[src/capture_writer.sv]
// delayed sample capture into an on-chip buffer
// samples run through a register chain, the write address restarts at 0
// on recapture and stops at all ones, so one recapture fills the buffer once
`timescale 1ns/1ps

module capture_writer #(
	parameter int width = 64,
	parameter int addr_w = 13,
	parameter int delay = 4
) (
	input logic dspif,
	input logic rst,
	input logic recapture,
	input logic [width-1:0] sample,
	output logic [width-1:0] data,
	output logic [addr_w-1:0] addr,
	output logic we
);

	// last address that is still written
	localparam logic [addr_w-1:0] addr_final = ~addr_w'(1);

	logic [width-1:0] pipe [delay];
	logic locked;

	assign locked = &addr;

	always_ff @(posedge dspif) begin
		pipe[0] <= sample;
		for (int i = 1; i < delay; i++) begin
			pipe[i] <= pipe[i-1];
		end
	end

	assign data = pipe[delay-1];

	always_ff @(posedge dspif) begin
		if (rst || recapture) begin
			addr <= '0;
		end else if (!locked) begin
			addr <= addr + 1'b1;
		end
	end

	// armed by recapture only, drops as the address locks
	always_ff @(posedge dspif) begin
		if (rst) begin
			we <= 1'b0;
		end else if (recapture) begin
			we <= 1'b1;
		end else if (addr == addr_final) begin
			we <= 1'b0;
		end
	end

	a_no_write_locked: assert property (@(posedge dspif) disable iff (rst)
		locked |-> !we);

endmodule

[config.mk]
export PLATFORM = sky130hd
export DESIGN_NAME = capture_writer
export DESIGN_NICKNAME = d
export VERILOG_FILES = /design/src/capture_writer.sv
export SDC_FILE = /design/constraint.sdc
export NUM_CORES = 1
export LEC_CHECK = 0
export BUFFER_PORTS_ARGS = -buffer_cell sky130_fd_sc_hd__buf_2
export CAP_MARGIN = 25
export CORE_ASPECT_RATIO = 0.8
export CORE_UTILIZATION = 46
export CTS_CLUSTER_DIAMETER = 60
export DETAILED_ROUTE_END_ITERATION = 10
export GPL_TIMING_DRIVEN = 0
export MAX_ROUTING_LAYER = met4
export PLACE_DENSITY = 0.71
export SYNTH_ARGS = -nofsm -noshare
export SYNTH_HDL_FRONTEND = slang
export SYNTH_SLANG_ARGS = --single-unit
[constraint.sdc]
create_clock -name dspif -period 2.2 [get_ports dspif]
set_clock_uncertainty 0.05 [all_clocks]
set_input_delay 0.44 -clock dspif [delete_from_list [all_inputs] [get_ports dspif]]
set_output_delay 0.44 -clock dspif [all_outputs]
set_load 0.005 [all_outputs]
==> results.toml <==
[sta]
tns_ns = 0
period_share_pct = 82.2
timing.hold.ws_ns = 0.0820
min_period_ns = 1.81
hold_violations = 0
rsz0062_at_grt = "no"
worstMarginPinSlew_ns = 0.492
fmax_ghz = 0.553
slew_violations = 0
finalSetupViolations = 0
fin_ws_ns = 0.391
slew_headroom_pct = 67.0

[cells_and_area]
multiInputGateArea_um2 = 348
fin_util_pct = 67.3
finalNonFillerCells = 754
layout-drive-gt1-share_pct = 32.6
fillers = 806
design_area_um2 = 8220
seqCellArea_um2 = 5410
syn_to_final_growth_pct = 42.0
finalNetCount = 633

[worst_setup_path]
cp.arrival_ns = 2.18
path_class = "reg -> reg"
critPathCaptureType = "flop"
worst-r2r-cell-count = 6
start_kind = "flop"
crit_required_ns = 2.57
critPathMaxFanout = 8

[global_routing]
grt_max_degree = 17
antenna_found_initial = 1
grt_pass1_vias = 3118
grt-ovfl-total = 0
track_usage_pct = 15.3
grt_pass1_wl_mm = 15.0

[floorplanning]
die_height_um = 102
start_util_pct = 47.4
ios = 145
core_um2 = 12200
die_w_um = 127
placementRows = 36
die_area_um2 = 13000

[hold_path]
hp-class = "in -> reg"
whs_path_depth = 2

[clock_network]
h-tree-depth = 1
cts_inserted_buffers = 24
path_clk_slew_ns = 0.06
clk_root_buffer_cell = "clkbuf_16"
clkLatencyLatePin_ns = 0.50
cts_tree = "built"
post_cts_buffers = 0
clkSinkCount = 270
clockBufferDepth = 3

[route]
route.vias.total = 3060
finalWirelength_mm = 9.80
drc = 0
vias_per_cell = 4.06
drtPass1Iterations = 4
ant_nets = 0
wl_per_cell_um = 13.0
initialDrtViolationCount = 100

[pwr]
p_leak_nw = 3.67
fin_total_pwr_mw = 9.77
max-vdd-ir-drop_mv = 0.825
p_comb_share_pct = 2.5
p_sw_share_pct = 19.3
internal_power_mw = 7.88
clockPowerShare_pct = 44.2
power_density_nw_per_um2 = 1190
pwr-share-seq_pct = 53.3
power_switching_mw = 1.88

[yosys]
synth_seq_area_share_pct = 93.4
syn_area_per_cell_um2 = 17.5
synth_seq_cells = 270
syn_inst = 330
syn-num-nets = 399
netlist_area_um2 = 5790
synth_cell_type_count = 23
yosysWarnings = 0

[placement]
place.gp.congestion = 0.830
place_ws_ns = 0.424
dpl.cell_count = 645
placed_area_um2 = 6720
dp_hpwl_mm = 5.32
portBuffers = 144

[run]
cap_violations = 0

[status]
status = "finished clean"
-- sequential cells by signal, indices dropped and copies added (netlist names) --
name / flops
pipe: 256
addr: 13
we: 1
-- layout by cell type, fill, tap and decap left out, types with 5 or more instances in the layout --
cell type and n:
a31oi_1 5, buf_2 144, clkbuf_16 24, clkbuf_8 6, dfxtp_1 270, dlygate4sd3_1 64
nor2_1 6, o21ai_0 6
-- routing by layer --
layer,vias to the layer above,GRT usage [%],part of all wire [%]
met2,121,25.7,49
met4,0,4.95,1.1
met3,13,5.29,7.4
met5,-,-,0
met1,1381,17.3,43
li1,1545,-,-
-- power groups by stage --
stage          sequential [mW]  clock (mW)  combinational (mW)
2_1_floorplan             5.30           0             0.00991
3_3_place_gp              5.30           0               0.145
3_5_place_dp              5.31           0               0.144
4_1_cts                   5.21        4.42               0.236
5_1_grt                   5.23        4.64               0.262
6_report                  5.21        4.32               0.240
-- critical path, stage by stage, from the launching register on --
cell     delay [ns]
dfxtp_1        0.37
ha_1           0.24
and3_1         0.24
and4_4         0.21
buf_6          0.13
or3_1          0.34
a21oi_1        0.15
-- cell usage after synthesis --
library cell / instances / area, µm²
nor2_1: 6 / 22.5
inv_1: 2 / 7.51
clkbuf_1: 1 / 3.75
o311ai_0: 1 / 8.76
or3_1: 4 / 25.0
buf_6: 2 / 22.5
a211oi_1: 3 / 22.5
dfxtp_1: 270 / 5410
or2_2: 1 / 6.26
a21oi_1: 4 / 20.0
xnor2_1: 2 / 17.5
ha_1: 2 / 25.0
o21ai_0: 6 / 30.0
nand4_1: 4 / 25.0
nand2_1: 4 / 15.0
and3_1: 2 / 12.5
nand3_1: 4 / 20.0
a41o_1: 1 / 10.0
and4_1: 3 / 26.3
a31oi_1: 5 / 31.3
o41ai_1: 1 / 8.76
mux2i_1: 1 / 10.0
and4_4: 1 / 11.3
-- repair_timing --
item | 4_1_cts | 5_1_grt
hold endpoints to repair | 64 | 0
hold buffers | 64 | 0
gates resized for setup | 0 | 0
-- path summary, 6_finish.rpt --
check,start,endpoint,slack (ns)
max,addr[1]$_SDFFE_PP0N_,addr[9]$_SDFFE_PP0N_,0.39
max reg2reg,addr[1]$_SDFFE_PP0N_,addr[9]$_SDFFE_PP0N_,0.39
min reg2reg,pipe[1][30]$_DFF_P_,pipe[2][30]$_DFF_P_,0.27
min,rst,we$_SDFFE_PP0P_,0.08
-- cell type report --
class                      instances  share of cell area, %
sequential                       270                   65.8
timing repair buffer             208                   16.6
clock buffer                      32                   8.40
multi-input combinational         55                   4.23
tap                              171                   2.60
clock inverter                    12                   1.99
buffer                             3                  0.320
inverter                           2                 0.0913
antenna                            1                 0.0304
-- cell families after synthesis --
family | synth area share, %
fa+ha+maj | 0.432
mux | 0.173
compound gates | 2.27
xor+xnor | 0.303
flops | 93.4
simple gates | 2.83
buf+inv | 0.584
Note: power is estimated with default switching activity, not from simulation.
