===== config.mk =====
export PLATFORM = sky130hd
export DESIGN_NAME = acc_pointer
export DESIGN_NICKNAME = d
export VERILOG_FILES = /design/src/dsp_pkg.sv /design/src/acc_pointer.sv
export SDC_FILE = /design/constraint.sdc
export NUM_CORES = 1
export LEC_CHECK = 0
export ABC_AREA = 1
export BUFFER_PORTS_ARGS = -buffer_cell sky130_fd_sc_hd__buf_2
export CAP_MARGIN = 20
export CORE_AREA = 3 3 219 221
export DETAILED_ROUTE_END_ITERATION = 10
export DIE_AREA = 0 0 222 224
export GPL_ROUTABILITY_DRIVEN = 1
export GPL_TIMING_DRIVEN = 0
export MAX_ROUTING_LAYER = met4
export PLACE_DENSITY = 0.55
export SYNTH_ARGS = -nofsm -noshare
export SYNTH_HDL_FRONTEND = slang
export SYNTH_SLANG_ARGS = --single-unit

===== constraint.sdc =====
create_clock -name dspif -period 2.7 [get_ports dspif]
set_clock_uncertainty 0.05 [all_clocks]
set_input_delay 0.405 -clock dspif [delete_from_list [all_inputs] [get_ports dspif]]
set_output_delay 0.405 -clock dspif [all_outputs]
set_load 0.01 [all_outputs]

===== src/dsp_pkg.sv =====
// shared widths, channel counts, host register map and sequencer states
// for the shot controller; blocks pull these in with a wildcard import
package dsp_pkg;

	localparam int nproc = 4;
	localparam int nadc = 2;
	localparam int ndac = 4;

	localparam int adc_w = 64;
	localparam int dac_w = 256;
	localparam int acc_data_w = 64;
	localparam int shot_w = 32;

	localparam int wb_addr_w = 4;
	localparam int wb_data_w = 32;

	// sample pipeline depths up to the buffer write ports
	localparam int acq_delay = 4;
	localparam int mon_delay = 2;

	// word addresses, accumulation pointers follow reg_accaddr0 one per channel
	localparam logic [wb_addr_w-1:0] reg_ctrl = wb_addr_w'(0);
	localparam logic [wb_addr_w-1:0] reg_nshot = wb_addr_w'(1);
	localparam logic [wb_addr_w-1:0] reg_status = wb_addr_w'(2);
	localparam logic [wb_addr_w-1:0] reg_shotcnt = wb_addr_w'(3);
	localparam logic [wb_addr_w-1:0] reg_accaddr0 = wb_addr_w'(4);

	// control word strobes
	localparam int ctrl_start_bit = 0;
	localparam int ctrl_resetacc_bit = 1;
	localparam int ctrl_recapture_bit = 2;

	typedef enum logic [2:0] {
		seq_idle,
		seq_start,
		seq_procrun,
		seq_moreshot,
		seq_shotadd,
		seq_done
	} seq_state_t;

endpackage


===== src/acc_pointer.sv =====
// accumulation buffer write side for every processor channel
// a valid strobe gives a write one cycle later with the data it sampled,
// the pointer counts writes since resetacc and saturates at all ones
`timescale 1ns/1ps

module acc_pointer import dsp_pkg::*; #(
	parameter int addr_w = 11
) (
	input logic dspif,
	input logic rst,
	input logic resetacc,
	input logic [nproc-1:0] acc_valid,
	input logic [acc_data_w-1:0] acc_in [nproc],
	output logic [acc_data_w-1:0] acc_data [nproc],
	output logic [addr_w-1:0] acc_addr [nproc],
	output logic [nproc-1:0] acc_we
);

	always_ff @(posedge dspif) begin
		for (int i = 0; i < nproc; i++) begin
			if (acc_valid[i]) begin
				acc_data[i] <= acc_in[i];
			end
		end
	end

	// pointer moves after each write, stays put once full
	always_ff @(posedge dspif) begin
		if (rst) begin
			acc_we <= '0;
			for (int i = 0; i < nproc; i++) begin
				acc_addr[i] <= '0;
			end
		end else begin
			acc_we <= acc_valid;
			for (int i = 0; i < nproc; i++) begin
				if (resetacc) begin
					acc_addr[i] <= '0;
				end else if (acc_we[i] && !(&acc_addr[i])) begin
					acc_addr[i] <= acc_addr[i] + 1'b1;
				end
			end
		end
	end

endmodule


==> results_dict.tcl <==
set metrics [dict create \
    wire_per_inst_um 17.3 \
    core_area_um2 46400 \
    cp_max_fo 7 \
    grt_use_total 0.146 \
    hold_viol 0 \
    yosysSeqAreaShare 0.846 \
    synth_seq_cells 304 \
    rsz0062_at_grt "no" \
    placement_rows 79 \
    clk-insertion-delay-late_ns 0.53 \
    netlist_top_cells_count "edfxtp_1 (256), nand2_1 (79), nor2_1 (71)" \
    numPortBuffers 566 \
    synth.avg_cell_area_um2 16.2 \
    final_util 0.378 \
    critPathKind "reg2out" \
    cts_buffers 36 \
    synth.distinct_cells 25 \
    slew_viol_final 0 \
    outcome "completed" \
    viasPerCell 3.96 \
    worstSetupEndpointType "primary output" \
    synth_warnings 0 \
    max_slew_margin 0.385 \
    cp.arrival_ns 1.20 \
    syn_nets 899 \
    ys_async_sr_fraction 0 \
    dr.pass1.iters 6 \
    antenna_found_initial 7 \
    yosysTopAreaCell "edfxtp_1" \
    post-route-period-util 0.614 \
    peakVddDrop_v 0.000486 \
    ys.flop_type "edfxtp_1" \
    die_x_um 222 \
    num_vias 8436 \
    syn_inst 632 \
    cp_slowest_cell "dfxtp_1" \
    min_path_type "in2reg" \
    crit_buf_inv 1 \
    final_cell_area_um2 17500 \
    drt-initial-drc-count 346 \
    critPathMaxStageDelay_ns 0.49 \
    ctsHtreeMaxLevel 2 \
    nets 1757 \
    synth-edff-count 256 \
    die_y_um 224 \
    p_per_area_nw_per_um2 651 \
    die-area_um2 49700 \
    ioPinCount 567 \
    clk_pin_slew_ns 0.06 \
    drt_wl_total_um 37000 \
    cp_top_family "flip-flops" \
    power_leakage_uw 0.00736 \
    synth_area_leaders "edfxtp_1 (75%), dfxtp_1 (9.4%), nand2_1 (2.9%)" \
    crit_path_start_kind "flip-flop" \
    crit_chain "buf_2" \
    globalplace.congestion 0.815 \
    grt_max_degree 66 \
    critical_path_required_ns 2.25 \
    detail-route-antenna-nets 0 \
    cts.sinks 304 \
    final-setup-viol-count 0 \
    final.setup.tns_ns 0 \
    cts_tree "built" \
    max_slew.worst_pin.slew_ns 0.923 \
    holdWs_ns 0.0504 \
    placed_area_um2 13800 \
    overflow 0 \
    dp_hpwl_um 26800 \
    netlist.area_leader.share 0.752 \
    clk_path_buf_depth 3 \
    max_clock_freq_mhz 603 \
    drcViolationCount 0 \
    drive_above_1_share 0.435 \
    grt_pass1_vias 8927 \
    yosysMostFrequentCell "edfxtp_1" \
    period_needed_ns 1.66 \
    syn_area_um2 10200 \
    root_buffer "clkbuf_16" \
    finalPower_uw 11400 \
    fillCellCount 4394 \
    initial_utilization 0.221 \
    maxCapViolCount 0 \
    grt_pass1_wl_um 53800 \
    syn2layout_area_growth_pct 71.4 \
]
==> worst paths after layout <==
path	from	slack, ns	to	cells past startpoint
max	acc_we[0]	1.04	acc_we[0]	1
min	acc_in[93]	0.05	acc_data[93]	1
max reg2reg	acc_addr[33]	1.19	acc_addr[36]	7
min reg2reg	acc_addr[41]	0.45	acc_addr[41]	2
==> sequential cells by signal, indices dropped and copies added (netlist names) <==
name / cells
acc_addr: 44
acc_data: 256
acc_we: 4
==> metal layers <==
metal  global-route usage  wire length (µm)
met3               0.0520              3220
met5                    -                 0
met4               0.0535              1150
met2                0.245             18500
met1                0.161             14100
==> placed cells by master, fill, tap and decap left out, types with 2 or more instances in the layout <==
master / count
buf_2: 565
edfxtp_1: 256
dlygate4sd3_1: 253
nand2_1: 79
nor2_1: 71
dfxtp_1: 48
clkbuf_16: 38
nand3_1: 34
a21oi_1: 34
inv_1: 33
o21ai_0: 13
clkbuf_1: 10
inv_2: 9
nand2_2: 8
nand3_2: 7
nor2_2: 7
clkinv_1: 7
diode_2: 6
nor3_1: 6
clkinv_2: 5
o21ai_1: 4
buf_4: 4
nand4_1: 4
ha_1: 4
nor2_4: 3
nand3_4: 2
buf_6: 2
nor3_2: 2
bufinv_16: 2
==> layout make-up <==
type,count,area (µm²),share of cell area
clock inverter,18,153,0.00870
multi-input combinational,280,1370,0.0781
tap,607,759,0.0433
buffer,6,53.8,0.00307
sequential,304,8650,0.493
antenna,6,15.0,0.000856
clock buffer,48,988,0.0564
timing repair buffer,820,5390,0.308
inverter,42,158,0.00899
==> report_power, final <==
part	switching, µW	internal, µW
Combinational	569	592
Clock	1920	2780
Sequential	99.4	5450
==> timing repair <==
item	in CTS	in global routing
endpoints found under the hold margin	253	0
gates resized for setup	0	0
setup buffers	0	0
hold buffers	253	0
==> stage by stage <==
| stage | setup WS, ns | cells |
|---|---|---|
| after floorplan | 1.31 | 632 |
| after global placement | 0.680 | 1805 |
| after detailed placement | 0.775 | 1806 |
| after CTS | 0.948 | 2125 |
| after global routing | 0.946 | 2131 |
| final | 1.04 | 2131 |
==> kinds of logic after synthesis <==
kind of cell / after synthesis / share of synthesized area
flops: 304 / 0.846
compound gates: 51 / 0.0250
buf+inv: 48 / 0.0207
fa+ha+maj: 4 / 0.00489
simple gates: 225 / 0.104
Power figures use the tool's default switching activity.
