===== src/dsp_pkg.sv =====
// shared widths, channel counts, host register map and sequencer states
// for the shot controller; blocks pull these in with a wildcard import
package dsp_pkg;

	localparam int nproc = 4;
	localparam int nadc = 2;
	localparam int ndac = 4;

	localparam int adc_w = 64;
	localparam int dac_w = 256;
	localparam int acc_data_w = 64;
	localparam int shot_w = 32;

	localparam int wb_addr_w = 4;
	localparam int wb_data_w = 32;

	// sample pipeline depths up to the buffer write ports
	localparam int acq_delay = 4;
	localparam int mon_delay = 2;

	// word addresses, accumulation pointers follow reg_accaddr0 one per channel
	localparam logic [wb_addr_w-1:0] reg_ctrl = wb_addr_w'(0);
	localparam logic [wb_addr_w-1:0] reg_nshot = wb_addr_w'(1);
	localparam logic [wb_addr_w-1:0] reg_status = wb_addr_w'(2);
	localparam logic [wb_addr_w-1:0] reg_shotcnt = wb_addr_w'(3);
	localparam logic [wb_addr_w-1:0] reg_accaddr0 = wb_addr_w'(4);

	// control word strobes
	localparam int ctrl_start_bit = 0;
	localparam int ctrl_resetacc_bit = 1;
	localparam int ctrl_recapture_bit = 2;

	typedef enum logic [2:0] {
		seq_idle,
		seq_start,
		seq_procrun,
		seq_moreshot,
		seq_shotadd,
		seq_done
	} seq_state_t;

endpackage


===== src/dsp_host_regs.sv =====
// host register block on a Wishbone classic slave port
// control writes become one-cycle strobes, nshot is held for the sequencer,
// status, shot count and accumulation pointers are read back
`timescale 1ns/1ps

module dsp_host_regs import dsp_pkg::*; #(
	parameter int acc_addr_w = 11
) (
	input logic dspif,
	input logic rst,
	input logic wb_cyc,
	input logic wb_stb,
	input logic wb_we,
	input logic [wb_addr_w-1:0] wb_adr,
	input logic [wb_data_w-1:0] wb_dat_w,
	output logic wb_ack,
	output logic [wb_data_w-1:0] wb_dat_r,
	input logic run_done,
	input logic [shot_w-1:0] shot_count,
	input logic [acc_addr_w-1:0] acc_addr [nproc],
	output logic start,
	output logic resetacc,
	output logic recapture,
	output logic [shot_w-1:0] nshot
);

	logic access;
	logic wr_ctrl;
	logic done_flag;
	logic [wb_data_w-1:0] rd_word;

	// fresh cycle only, ack goes out on the next edge
	assign access = wb_cyc && wb_stb && !wb_ack;
	assign wr_ctrl = access && wb_we && (wb_adr == reg_ctrl);

	always_ff @(posedge dspif) begin
		if (rst) begin
			wb_ack <= 1'b0;
			start <= 1'b0;
			resetacc <= 1'b0;
			recapture <= 1'b0;
			nshot <= '0;
		end else begin
			wb_ack <= access;
			start <= wr_ctrl && wb_dat_w[ctrl_start_bit];
			resetacc <= wr_ctrl && wb_dat_w[ctrl_resetacc_bit];
			recapture <= wr_ctrl && wb_dat_w[ctrl_recapture_bit];
			if (access && wb_we && (wb_adr == reg_nshot)) begin
				nshot <= shot_w'(wb_dat_w);
			end
		end
	end

	// sticky until the next run is started
	always_ff @(posedge dspif) begin
		if (rst) begin
			done_flag <= 1'b0;
		end else if (run_done) begin
			done_flag <= 1'b1;
		end else if (start) begin
			done_flag <= 1'b0;
		end
	end

	always_comb begin
		rd_word = '0;
		case (wb_adr)
			reg_nshot: rd_word = wb_data_w'(nshot);
			reg_status: rd_word[0] = done_flag;
			reg_shotcnt: rd_word = wb_data_w'(shot_count);
			default: rd_word = '0;
		endcase
		for (int i = 0; i < nproc; i++) begin
			if (wb_adr == wb_addr_w'(reg_accaddr0 + i)) begin
				rd_word = wb_data_w'(acc_addr[i]);
			end
		end
	end

	// read word is presented together with ack
	always_ff @(posedge dspif) begin
		if (access) begin
			wb_dat_r <= rd_word;
		end
	end

	a_ack_single: assert property (@(posedge dspif) disable iff (rst)
		wb_ack |=> !wb_ack);

endmodule


===== config.mk =====
export PLATFORM = sky130hd
export DESIGN_NAME = dsp_host_regs
export DESIGN_NICKNAME = d
export VERILOG_FILES = /design/src/dsp_pkg.sv /design/src/dsp_host_regs.sv
export SDC_FILE = /design/constraint.sdc
export NUM_CORES = 1
export LEC_CHECK = 0
export BUFFER_PORTS_ARGS = -buffer_cell sky130_fd_sc_hd__buf_2
export CORE_ASPECT_RATIO = 1.1
export CORE_MARGIN = 2
export CORE_UTILIZATION = 39
export CTS_CLUSTER_DIAMETER = 120
export CTS_CLUSTER_SIZE = 14
export DETAILED_ROUTE_END_ITERATION = 7
export MAX_ROUTING_LAYER = met4
export PLACE_DENSITY = 0.77
export SETUP_SLACK_MARGIN = 0.3
export SLEW_MARGIN = 10
export SYNTH_ARGS = -nofsm -noshare
export SYNTH_HDL_FRONTEND = slang
export SYNTH_SLANG_ARGS = --single-unit

===== constraint.sdc =====
create_clock -name dspif -period 1.95 [get_ports dspif]
set_input_delay 0.195 -clock dspif [delete_from_list [all_inputs] [get_ports dspif]]
set_output_delay 0.195 -clock dspif [all_outputs]
set_load 0.02 [all_outputs]

==> flow_summary.ini <==
[clocking]
clock_latency_ps = 340
htree_levels = 3
root_buffer = clkbuf_8
cts_tree = yes
cts_sinks = 69
cts.path.max_buffers = 2
clkTransAtPathRegs_ps = 70
cts_made_buffers = 9

[layout]
fin_util = 0.578
nNetsFinal = 606
num-fill-cells = 686
seqCellArea_um2 = 1700
multiInputGateArea_um2 = 1220
drive_gt1_frac = 0.456
syn_to_final_growth_pct = 42.1

[timing]
setup_viol = 0
tightestPinTransition_ps = 660
hold_viol = 0
finalWorstSetupSlack_ps = 501
fin_tns_setup_ps = 0
max_freq_mhz = 690
drv_slew = 0
whs_ps = 81.8
min_period_ps = 1450
slew_headroom = 0.557
fin_skew_ps = 6.09
rsz0062_at_grt = false
period_share = 0.743

[synth]
mappedNetlistArea_um2 = 3060
synth_edf_count = 32
syn_nets = 420
syn_inst = 302
synth_cell_types = 35
synth_seq_cells = 69
synthArstFlopShare = 0
yosys_warnings = 0
avgSynthCellArea_um2 = 10.1
synth_top_cells_by_count = nand2_1, dfxtp_1, a21oi_1, edfxtp_1, a22o_1
yosysMostFrequentCell = nand2_1
ys_top_cells_by_area = edfxtp_1, dfxtp_1, nand2_1
synth_top_area_cell = edfxtp_1
synth-seq-area-share = 0.557
ys.flop_type = dfxtp_1
netlist.area_leader.share = 0.314

[drt]
via_count = 3052
drt_pass1_iterations = 5
ant_nets = 0
drt_iter0_drc = 191
viasPerCell = 5.10
finalWirelength_um = 9400
drc = 0
wl_per_cell_um = 15.7

[global_route]
grt_max_degree = 22
overflow = 0
top_usage_layer = met2
gr-usage-met3 = 0.0375
grt_pass1_wl_um = 14700
gr-usage-met2 = 0.371
use_met1 = 0.275
grtUsageTotal = 0.227
grt_pass1_vias = 3037
antenna_found_initial = 1

[setup_path]
reg2reg_depth = 3
reg2reg_setup_slack_ps = 500
cp_max_fo = 21
r2r_start = wb_ack
critPathKind = flip-flop to flip-flop
endpoint = wb_dat_r[8]
critPathLaunchType = flip-flop
cp.arrival_ps = 1460
r2r_end = wb_dat_r[8]
startpoint = wb_ack
cp-end-kind = flip-flop
required_ps = 1970

[power_and_ir_drop]
p_comb_frac = 0.120
p_clk_frac = 0.397
p_switching_uw = 781
irDropWorstVdd_v = 0.000618
p_seq_frac = 0.482
leakagePower_nw = 1.95
p_int_mw = 2.46
swShare = 0.241
power_density_nw_per_um2 = 746

[placed_design]
place.gp.congestion = 0.919
post-dp-hpwl_um = 7190
port_buffers = 185
pre_cts_ws_ps = 152

[floorplan]
rows = 33
fp.dieArea_um2 = 8560
die_width_um = 88.4
core_area_um2 = 7510
ioPinCount = 186
initial_core_util = 0.407
die_h_um = 96.8

[hold_path]
hp-class = input pin to flip-flop

[status]
status = completed

[run]
maxCapViolations = 0
==> flip-flops by register name, summed over array words and instances, names as in the netlist <==
name	count
wb_dat_r	32
recapture	1
done_flag	1
wb_ack	1
resetacc	1
start	1
nshot	32
==> power groups by stage <==
stage | Sequential, mW | Clock [mW] | Combinational, mW
after CTS | 1.56 | 1.31 | 0.383
after floorplan | 1.65 | 0 | 0.138
after global placement | 1.60 | 0 | 0.378
after global routing | 1.57 | 1.38 | 0.420
after detailed placement | 1.60 | 0 | 0.382
final | 1.56 | 1.29 | 0.390
==> cell usage in the layout (no fill, tap or decap), drive strengths merged, types with 5 or more instances in the layout <==
master / count
buf: 199
mux2: 7
a21oi: 35
nor2: 12
a22o: 24
clkbuf: 9
edfxtp: 32
inv: 7
a22oi: 5
mux2i: 10
nand2: 70
dfxtp: 37
nand3: 5
==> final cells by class <==
type                            count  share of cell area
Tap cell                          105              0.0303
Timing Repair Buffer              199               0.240
Inverter                            6             0.00519
Clock inverter                      7              0.0228
Antenna cell                        1            0.000576
Sequential cell                    69               0.392
Multi-Input combinational cell    203               0.281
Clock buffer                        9              0.0285
==> worst max-delay path: stages (launching register included) <==
cell and delay [ps]:
dfxtp_1 320, and3b_4 350, buf_12 140, buf_4 300
==> repair_timing <==
item	CTS	global route
gates resized for setup	0	0
setup buffers	0	2
hold buffers	0	0
endpoints found under the hold margin	0	0
endpoints found under the setup margin	0	5
==> metal layers <==
layer / part of all wire / vias to the layer above
li1: - / 1469
met1: 0.41 / 1422
met2: 0.49 / 143
met3: 0.070 / 18
met4: 0.023 / 0
met5: 0 / -
==> cell families after synthesis <==
logic type | synth area share
AOI/OAI and AO/OA | 0.190
buffers and inverters | 0.0471
DFF | 0.557
muxes | 0.0586
and+or+nand+nor | 0.148
==> per-stage QoR <==
step           instance area [um2]  power [mW]  cells
2_1_floorplan                 3060        1.78    302
3_3_place_gp                  4090        1.98    580
3_5_place_dp                  4090        1.98    580
4_1_cts                       4310        3.26    596
5_1_grt                       4340        3.37    599
6_report                      4340        3.24    599
==> worst min path at each step <==
stage | start | cells after the start | endpoint | slack, ps
floorplan | wb_dat_w[2] | 2 | recapture | 310
global placement | run_done | 3 | done_flag | 410
detailed placement | run_done | 3 | done_flag | 410
CTS | run_done | 3 | done_flag | 70
global route | run_done | 3 | done_flag | 70
finish | run_done | 3 | done_flag | 80
No activity file was read; power rests on OpenSTA's default activity.
