File: config.mk
export PLATFORM = sky130hd
export DESIGN_NAME = shot_sequencer
export DESIGN_NICKNAME = d
export VERILOG_FILES = /design/src/dsp_pkg.sv /design/src/shot_sequencer.sv
export SDC_FILE = /design/constraint.sdc
export NUM_CORES = 1
export LEC_CHECK = 0
export BUFFER_PORTS_ARGS = -buffer_cell sky130_fd_sc_hd__buf_2
export CAP_MARGIN = 20
export CORE_UTILIZATION = 49
export DETAILED_ROUTE_END_ITERATION = 16
export PLACE_DENSITY_LB_ADDON = 0.05
export SLEW_MARGIN = 0
export SYNTH_ARGS = -nofsm -noshare
export SYNTH_HDL_FRONTEND = slang
export SYNTH_SLANG_ARGS = --single-unit
File: constraint.sdc
create_clock -name dspif -period 5.18 [get_ports dspif]
set_input_delay 0.259 -clock dspif [delete_from_list [all_inputs] [get_ports dspif]]
set_output_delay 0.259 -clock dspif [all_outputs]
set_load 0.02 [all_outputs]
File: src/dsp_pkg.sv
// shared widths, channel counts, host register map and sequencer states
// for the shot controller; blocks pull these in with a wildcard import
package dsp_pkg;

	localparam int nproc = 4;
	localparam int nadc = 2;
	localparam int ndac = 4;

	localparam int adc_w = 64;
	localparam int dac_w = 256;
	localparam int acc_data_w = 64;
	localparam int shot_w = 32;

	localparam int wb_addr_w = 4;
	localparam int wb_data_w = 32;

	// sample pipeline depths up to the buffer write ports
	localparam int acq_delay = 4;
	localparam int mon_delay = 2;

	// word addresses, accumulation pointers follow reg_accaddr0 one per channel
	localparam logic [wb_addr_w-1:0] reg_ctrl = wb_addr_w'(0);
	localparam logic [wb_addr_w-1:0] reg_nshot = wb_addr_w'(1);
	localparam logic [wb_addr_w-1:0] reg_status = wb_addr_w'(2);
	localparam logic [wb_addr_w-1:0] reg_shotcnt = wb_addr_w'(3);
	localparam logic [wb_addr_w-1:0] reg_accaddr0 = wb_addr_w'(4);

	// control word strobes
	localparam int ctrl_start_bit = 0;
	localparam int ctrl_resetacc_bit = 1;
	localparam int ctrl_recapture_bit = 2;

	typedef enum logic [2:0] {
		seq_idle,
		seq_start,
		seq_procrun,
		seq_moreshot,
		seq_shotadd,
		seq_done
	} seq_state_t;

endpackage

File: src/shot_sequencer.sv
// shot sequencer for the processor cores
// a start strobe latches nshot, then each shot releases the core reset,
// waits for every core to report done and counts the shot
// run_done pulses once after the last shot
`timescale 1ns/1ps

module shot_sequencer import dsp_pkg::*; (
	input logic dspif,
	input logic rst,
	input logic start,
	input logic [shot_w-1:0] nshot,
	input logic [nproc-1:0] proc_done,
	output logic [nproc-1:0] proc_reset,
	output logic run_done,
	output logic [shot_w-1:0] shot_count
);

	seq_state_t state;
	seq_state_t state_nxt;
	logic [shot_w-1:0] nshot_q;
	logic launch;
	logic all_done;
	logic last_shot;

	assign launch = (state == seq_idle) && start;
	assign all_done = &proc_done;
	// zero shots still means one pass through the cores
	assign last_shot = (nshot_q == '0) || (shot_count >= nshot_q);

	always_ff @(posedge dspif) begin
		if (rst) begin
			state <= seq_idle;
		end else begin
			state <= state_nxt;
		end
	end

	always_comb begin
		state_nxt = state;
		case (state)
			seq_idle: begin
				if (start) begin
					state_nxt = seq_start;
				end
			end
			seq_start: state_nxt = seq_procrun;
			seq_procrun: begin
				if (all_done) begin
					state_nxt = seq_moreshot;
				end
			end
			seq_moreshot: state_nxt = last_shot ? seq_done : seq_shotadd;
			// spacer, keeps the cores in reset between shots
			seq_shotadd: state_nxt = seq_start;
			seq_done: state_nxt = seq_idle;
			default: state_nxt = seq_idle;
		endcase
	end

	// outputs registered off the next state
	always_ff @(posedge dspif) begin
		if (rst) begin
			proc_reset <= '1;
			run_done <= 1'b0;
			shot_count <= '0;
		end else begin
			proc_reset <= {nproc{state_nxt != seq_procrun}};
			run_done <= (state_nxt == seq_done);
			if (launch) begin
				shot_count <= '0;
			end else if ((state == seq_procrun) && all_done) begin
				shot_count <= shot_count + 1'b1;
			end
		end
	end

	always_ff @(posedge dspif) begin
		if (launch) begin
			nshot_q <= nshot;
		end
	end

	a_idle_reset: assert property (@(posedge dspif) disable iff (rst)
		(state == seq_idle) |-> &proc_reset);

endmodule

==> summary.md <==
| Metric | Value |
|---|---|
| Vias per cell | `5.187` |
| Clk Latency, worst-skew pair | `0.34 ns` |
| Worst r2r src | `shot_count[11]$_SDFFE_PP0P_` |
| FF+latch count, synth | `69` |
| CTS tree | `yes` |
| Grt total ovfl | `0` |
| Endpoint class of the critical path | `flop` |
| Clock period minus worst slack | `2.358 ns` |
| Drt wl/cell | `13.69 um` |
| Max Cap Violations | `0` |
| Required @ worst endpoint | `5.41 ns` |
| Share of the synthesized area in the top cell type | `26.78%` |
| Slew Limit Fails | `0` |
| Cell Chain, Critical Path | `and4_1 > nand4_1 > nor4_4 > nand4_1 > mux2_1` |
| Crit path DAT | `2.59 ns` |
| Starting DRC count in detailed routing | `98` |
| Worst path max stage delay | `0.50 ns` |
| # IOs | `76` |
| Num Clock Sinks | `69` |
| PortBufs | `75` |
| Die X | `87.58 um` |
| Post-route DRC | `0` |
| Post-layout util | `59.91%` |
| DR vias | `2775` |
| WHS Path Cells | `1` |
| Period utilization | `45.52%` |
| Layout cells sized above 1 | `21.87%` |
| Tot Pwr | `1.056 mW` |
| Mapped Avg Cell Area | `9.940 um^2` |
| Reg2reg end | `shot_count[31]$_SDFFE_PP0P_` |
| Largest net degree at the start of global routing | `35` |
| Min-Delay Path Class | `in -> reg` |
| Initial Util | `51.68%` |
| Worst Tran Pin Value | `0.6302 ns` |
| Final setup viols | `0` |
| Startpoint types | `flop` |
| Post-route insts no fill | `535` |
| RD Place Congestion | `0.7911` |
| Total CTS buffers | `9` |
| Mapped Area | `3588 um^2` |
| Die ar. | `7669 um^2` |
| Syn Nets | `433` |
| Status | `finished clean` |
| Vias in the first global route | `2521` |
| CTS resizes | `0` |
| Routed WL | `7326 um` |
| Clock root buffer | `clkbuf_8` |
| Dpl hpwl | `5486 um` |
| RSZ-0062 raised after global routing | `false` |
| Synth area leader | `edfxtp_1` |
| Area grow syn2layout | `15.93%` |
| Post-route ant nets | `0` |
| R2R depth | `5` |
| TNS Setup | `0 ns` |
| Reg-to-reg slack, setup | `2.82 ns` |
| Rows | `30` |
| Seq/Total Area, Yosys | `47.42%` |
| CTS Buffer Depth | `2` |
| Critical Path Slowest Stage Cell | `nor4_4` |
| Postcts setup bufs | `0` |
| Top post-synthesis cells by area | `edfxtp_1, dfxtp_1, ha_1` |
| Leak pwr | `1.762 nW` |
| HP Start | `nshot[15]` |
| CP most frequent cell | `nand4_1` |
| Cell Pwr Density | `253.7 nW/um^2` |
| CTS Hold Bufs | `0` |
| H-tree levels | `3` |
| First-pass GRT wire length | `11690 um` |
| Die Height | `87.58 um` |
| Fin. Hold Viols | `0` |
| Pre-antenna DRT Iters | `4` |
| Headroom to the max-slew limit | `56.90%` |
| # diodes | `0` |
| Core Area | `6944 um^2` |
| WHS | `0.08975 ns` |
| Clk slew on worst S/H paths | `0.07 ns` |
| Nets@finish | `506` |
| Max FO, Critical Path | `11` |
| Max VDD drop | `0.1922 mV` |
| Initial antenna violation count | `0` |
| Syn. warnings | `0` |
| Fmax | `424.1 MHz` |
| Gr usage total | `20.54%` |
| Mapped Cells | `361` |
| Synth cell types | `47` |
| Placed insts | `519` |
| Layout Skew | `0.005607 ns` |
| Class of the most critical setup path | `reg -> reg` |
| Hold EP | `nshot_q[15]$_DFFE_PP_` |
==> registers in the layout (all words and copies together) (netlist names) <==
signal / count
proc_reset: 1
run_done: 1
shot_count: 32
nshot_q: 32
state: 3
==> critical path: cells and delay by family, from the launching register on <==
kind          cells  cell delay, ns
simple gates      4            1.49
flops             1            0.43
mux               1            0.32
==> area by class of cell <==
cell class,instances,area (um^2)
Sequential cell,69,1702
Timing Repair Buffer,76,382.9
Clock buffer,13,138.9
Multi-Input combinational cell,235,1643
Tap cell,96,120.1
Fill cell,637,2784
Clock inverter,3,12.51
Inverter,43,161.4
==> layer usage <==
| layer | up-vias | routed length (um) | GRT usage (%) | part of all wire [%] |
|---|---|---|---|---|
| met5 | - | 0 | 0 | 0 |
| met4 | 0 | 151 | 6.557 | 2.1 |
| met3 | 10 | 374 | 6.786 | 5.1 |
| met2 | 71 | 3369 | 34.02 | 46 |
| met1 | 1270 | 3431 | 25.45 | 47 |
| li1 | 1424 | - | - | - |
==> through the flow <==
stage | worst slack [ns] | cell area, um^2
4_1_cts | 2.850 | 4160
6_report | 2.822 | 4160
3_5_place_dp | 2.877 | 4009
5_1_grt | 2.639 | 4160
2_1_floorplan | 0.2426 | 3588
3_3_place_gp | 2.939 | 4009
==> Yosys cell counts (all sizes together) <==
cell type,count
xor2,1
a2111oi,2
a211oi,1
buf,8
or4,4
o21a,3
nor4,14
ha,33
and4b,1
a21oi,20
or3,2
and2,3
o31ai,4
o21ai,5
nor2b,1
o211ai,1
edfxtp,32
mux2,1
nand4,11
xnor2,23
a31o,3
nand2,25
a2bb2oi,1
a21o,1
nand3,15
or4b,1
and4,5
and3,2
a221o,1
nor4b,1
inv,43
o2bb2ai,1
or2,2
nor2,31
clkbuf,6
nor3,14
nand2b,1
dfxtp,37
and3b,1
==> cell families (layout without fill, tap and decap cells) <==
group	Yosys count	count (layout)	share of synthesized area, %
buffers and inverters	57	135	6.973
DFF	69	69	47.42
AOI/OAI and AO/OA	43	43	7.567
muxes	1	1	0.3138
xor gates and xnor gates	24	24	5.858
adders and majority gates	33	33	11.51
and+or+nand+nor	134	134	20.36
==> placed cells by master (no fill, tap or decap), types with 4 or more instances in the layout <==
master / n
nor2_1: 31
o31ai_1: 4
edfxtp_1: 32
or4_1: 4
buf_2: 75
clkbuf_1: 4
and4_1: 5
xnor2_1: 23
inv_1: 43
o21ai_0: 5
nor4_1: 13
a21oi_1: 20
nand3_1: 13
ha_1: 33
dfxtp_1: 37
nand2_1: 25
clkbuf_8: 9
nor3_1: 14
nand4_1: 11
==> worst max-delay path by stage <==
stage,startpoint,slack (ns),depth (start not counted),to
3_5_place_dp,shot_count[11]$_SDFFE_PP0P_,2.88,5,shot_count[31]$_SDFFE_PP0P_
4_1_cts,shot_count[11]$_SDFFE_PP0P_,2.85,5,shot_count[31]$_SDFFE_PP0P_
5_1_grt,shot_count[11]$_SDFFE_PP0P_,2.64,5,shot_count[31]$_SDFFE_PP0P_
2_1_floorplan,state[1]$_SDFF_PP0_,0.24,5,shot_count[0]$_SDFFE_PP0P_
3_3_place_gp,shot_count[10]$_SDFFE_PP0P_,2.94,5,shot_count[31]$_SDFFE_PP0P_
6_report,shot_count[11]$_SDFFE_PP0P_,2.82,5,shot_count[31]$_SDFFE_PP0P_
==> where the power goes <==
part	internal, mW	leakage [nW]	switching, mW
clock	0.171	0.0765	0.188
sequential	0.600	0.604	0.0142
combinational	0.0315	1.08	0.0504
Note: power is estimated with default switching activity, not from simulation.
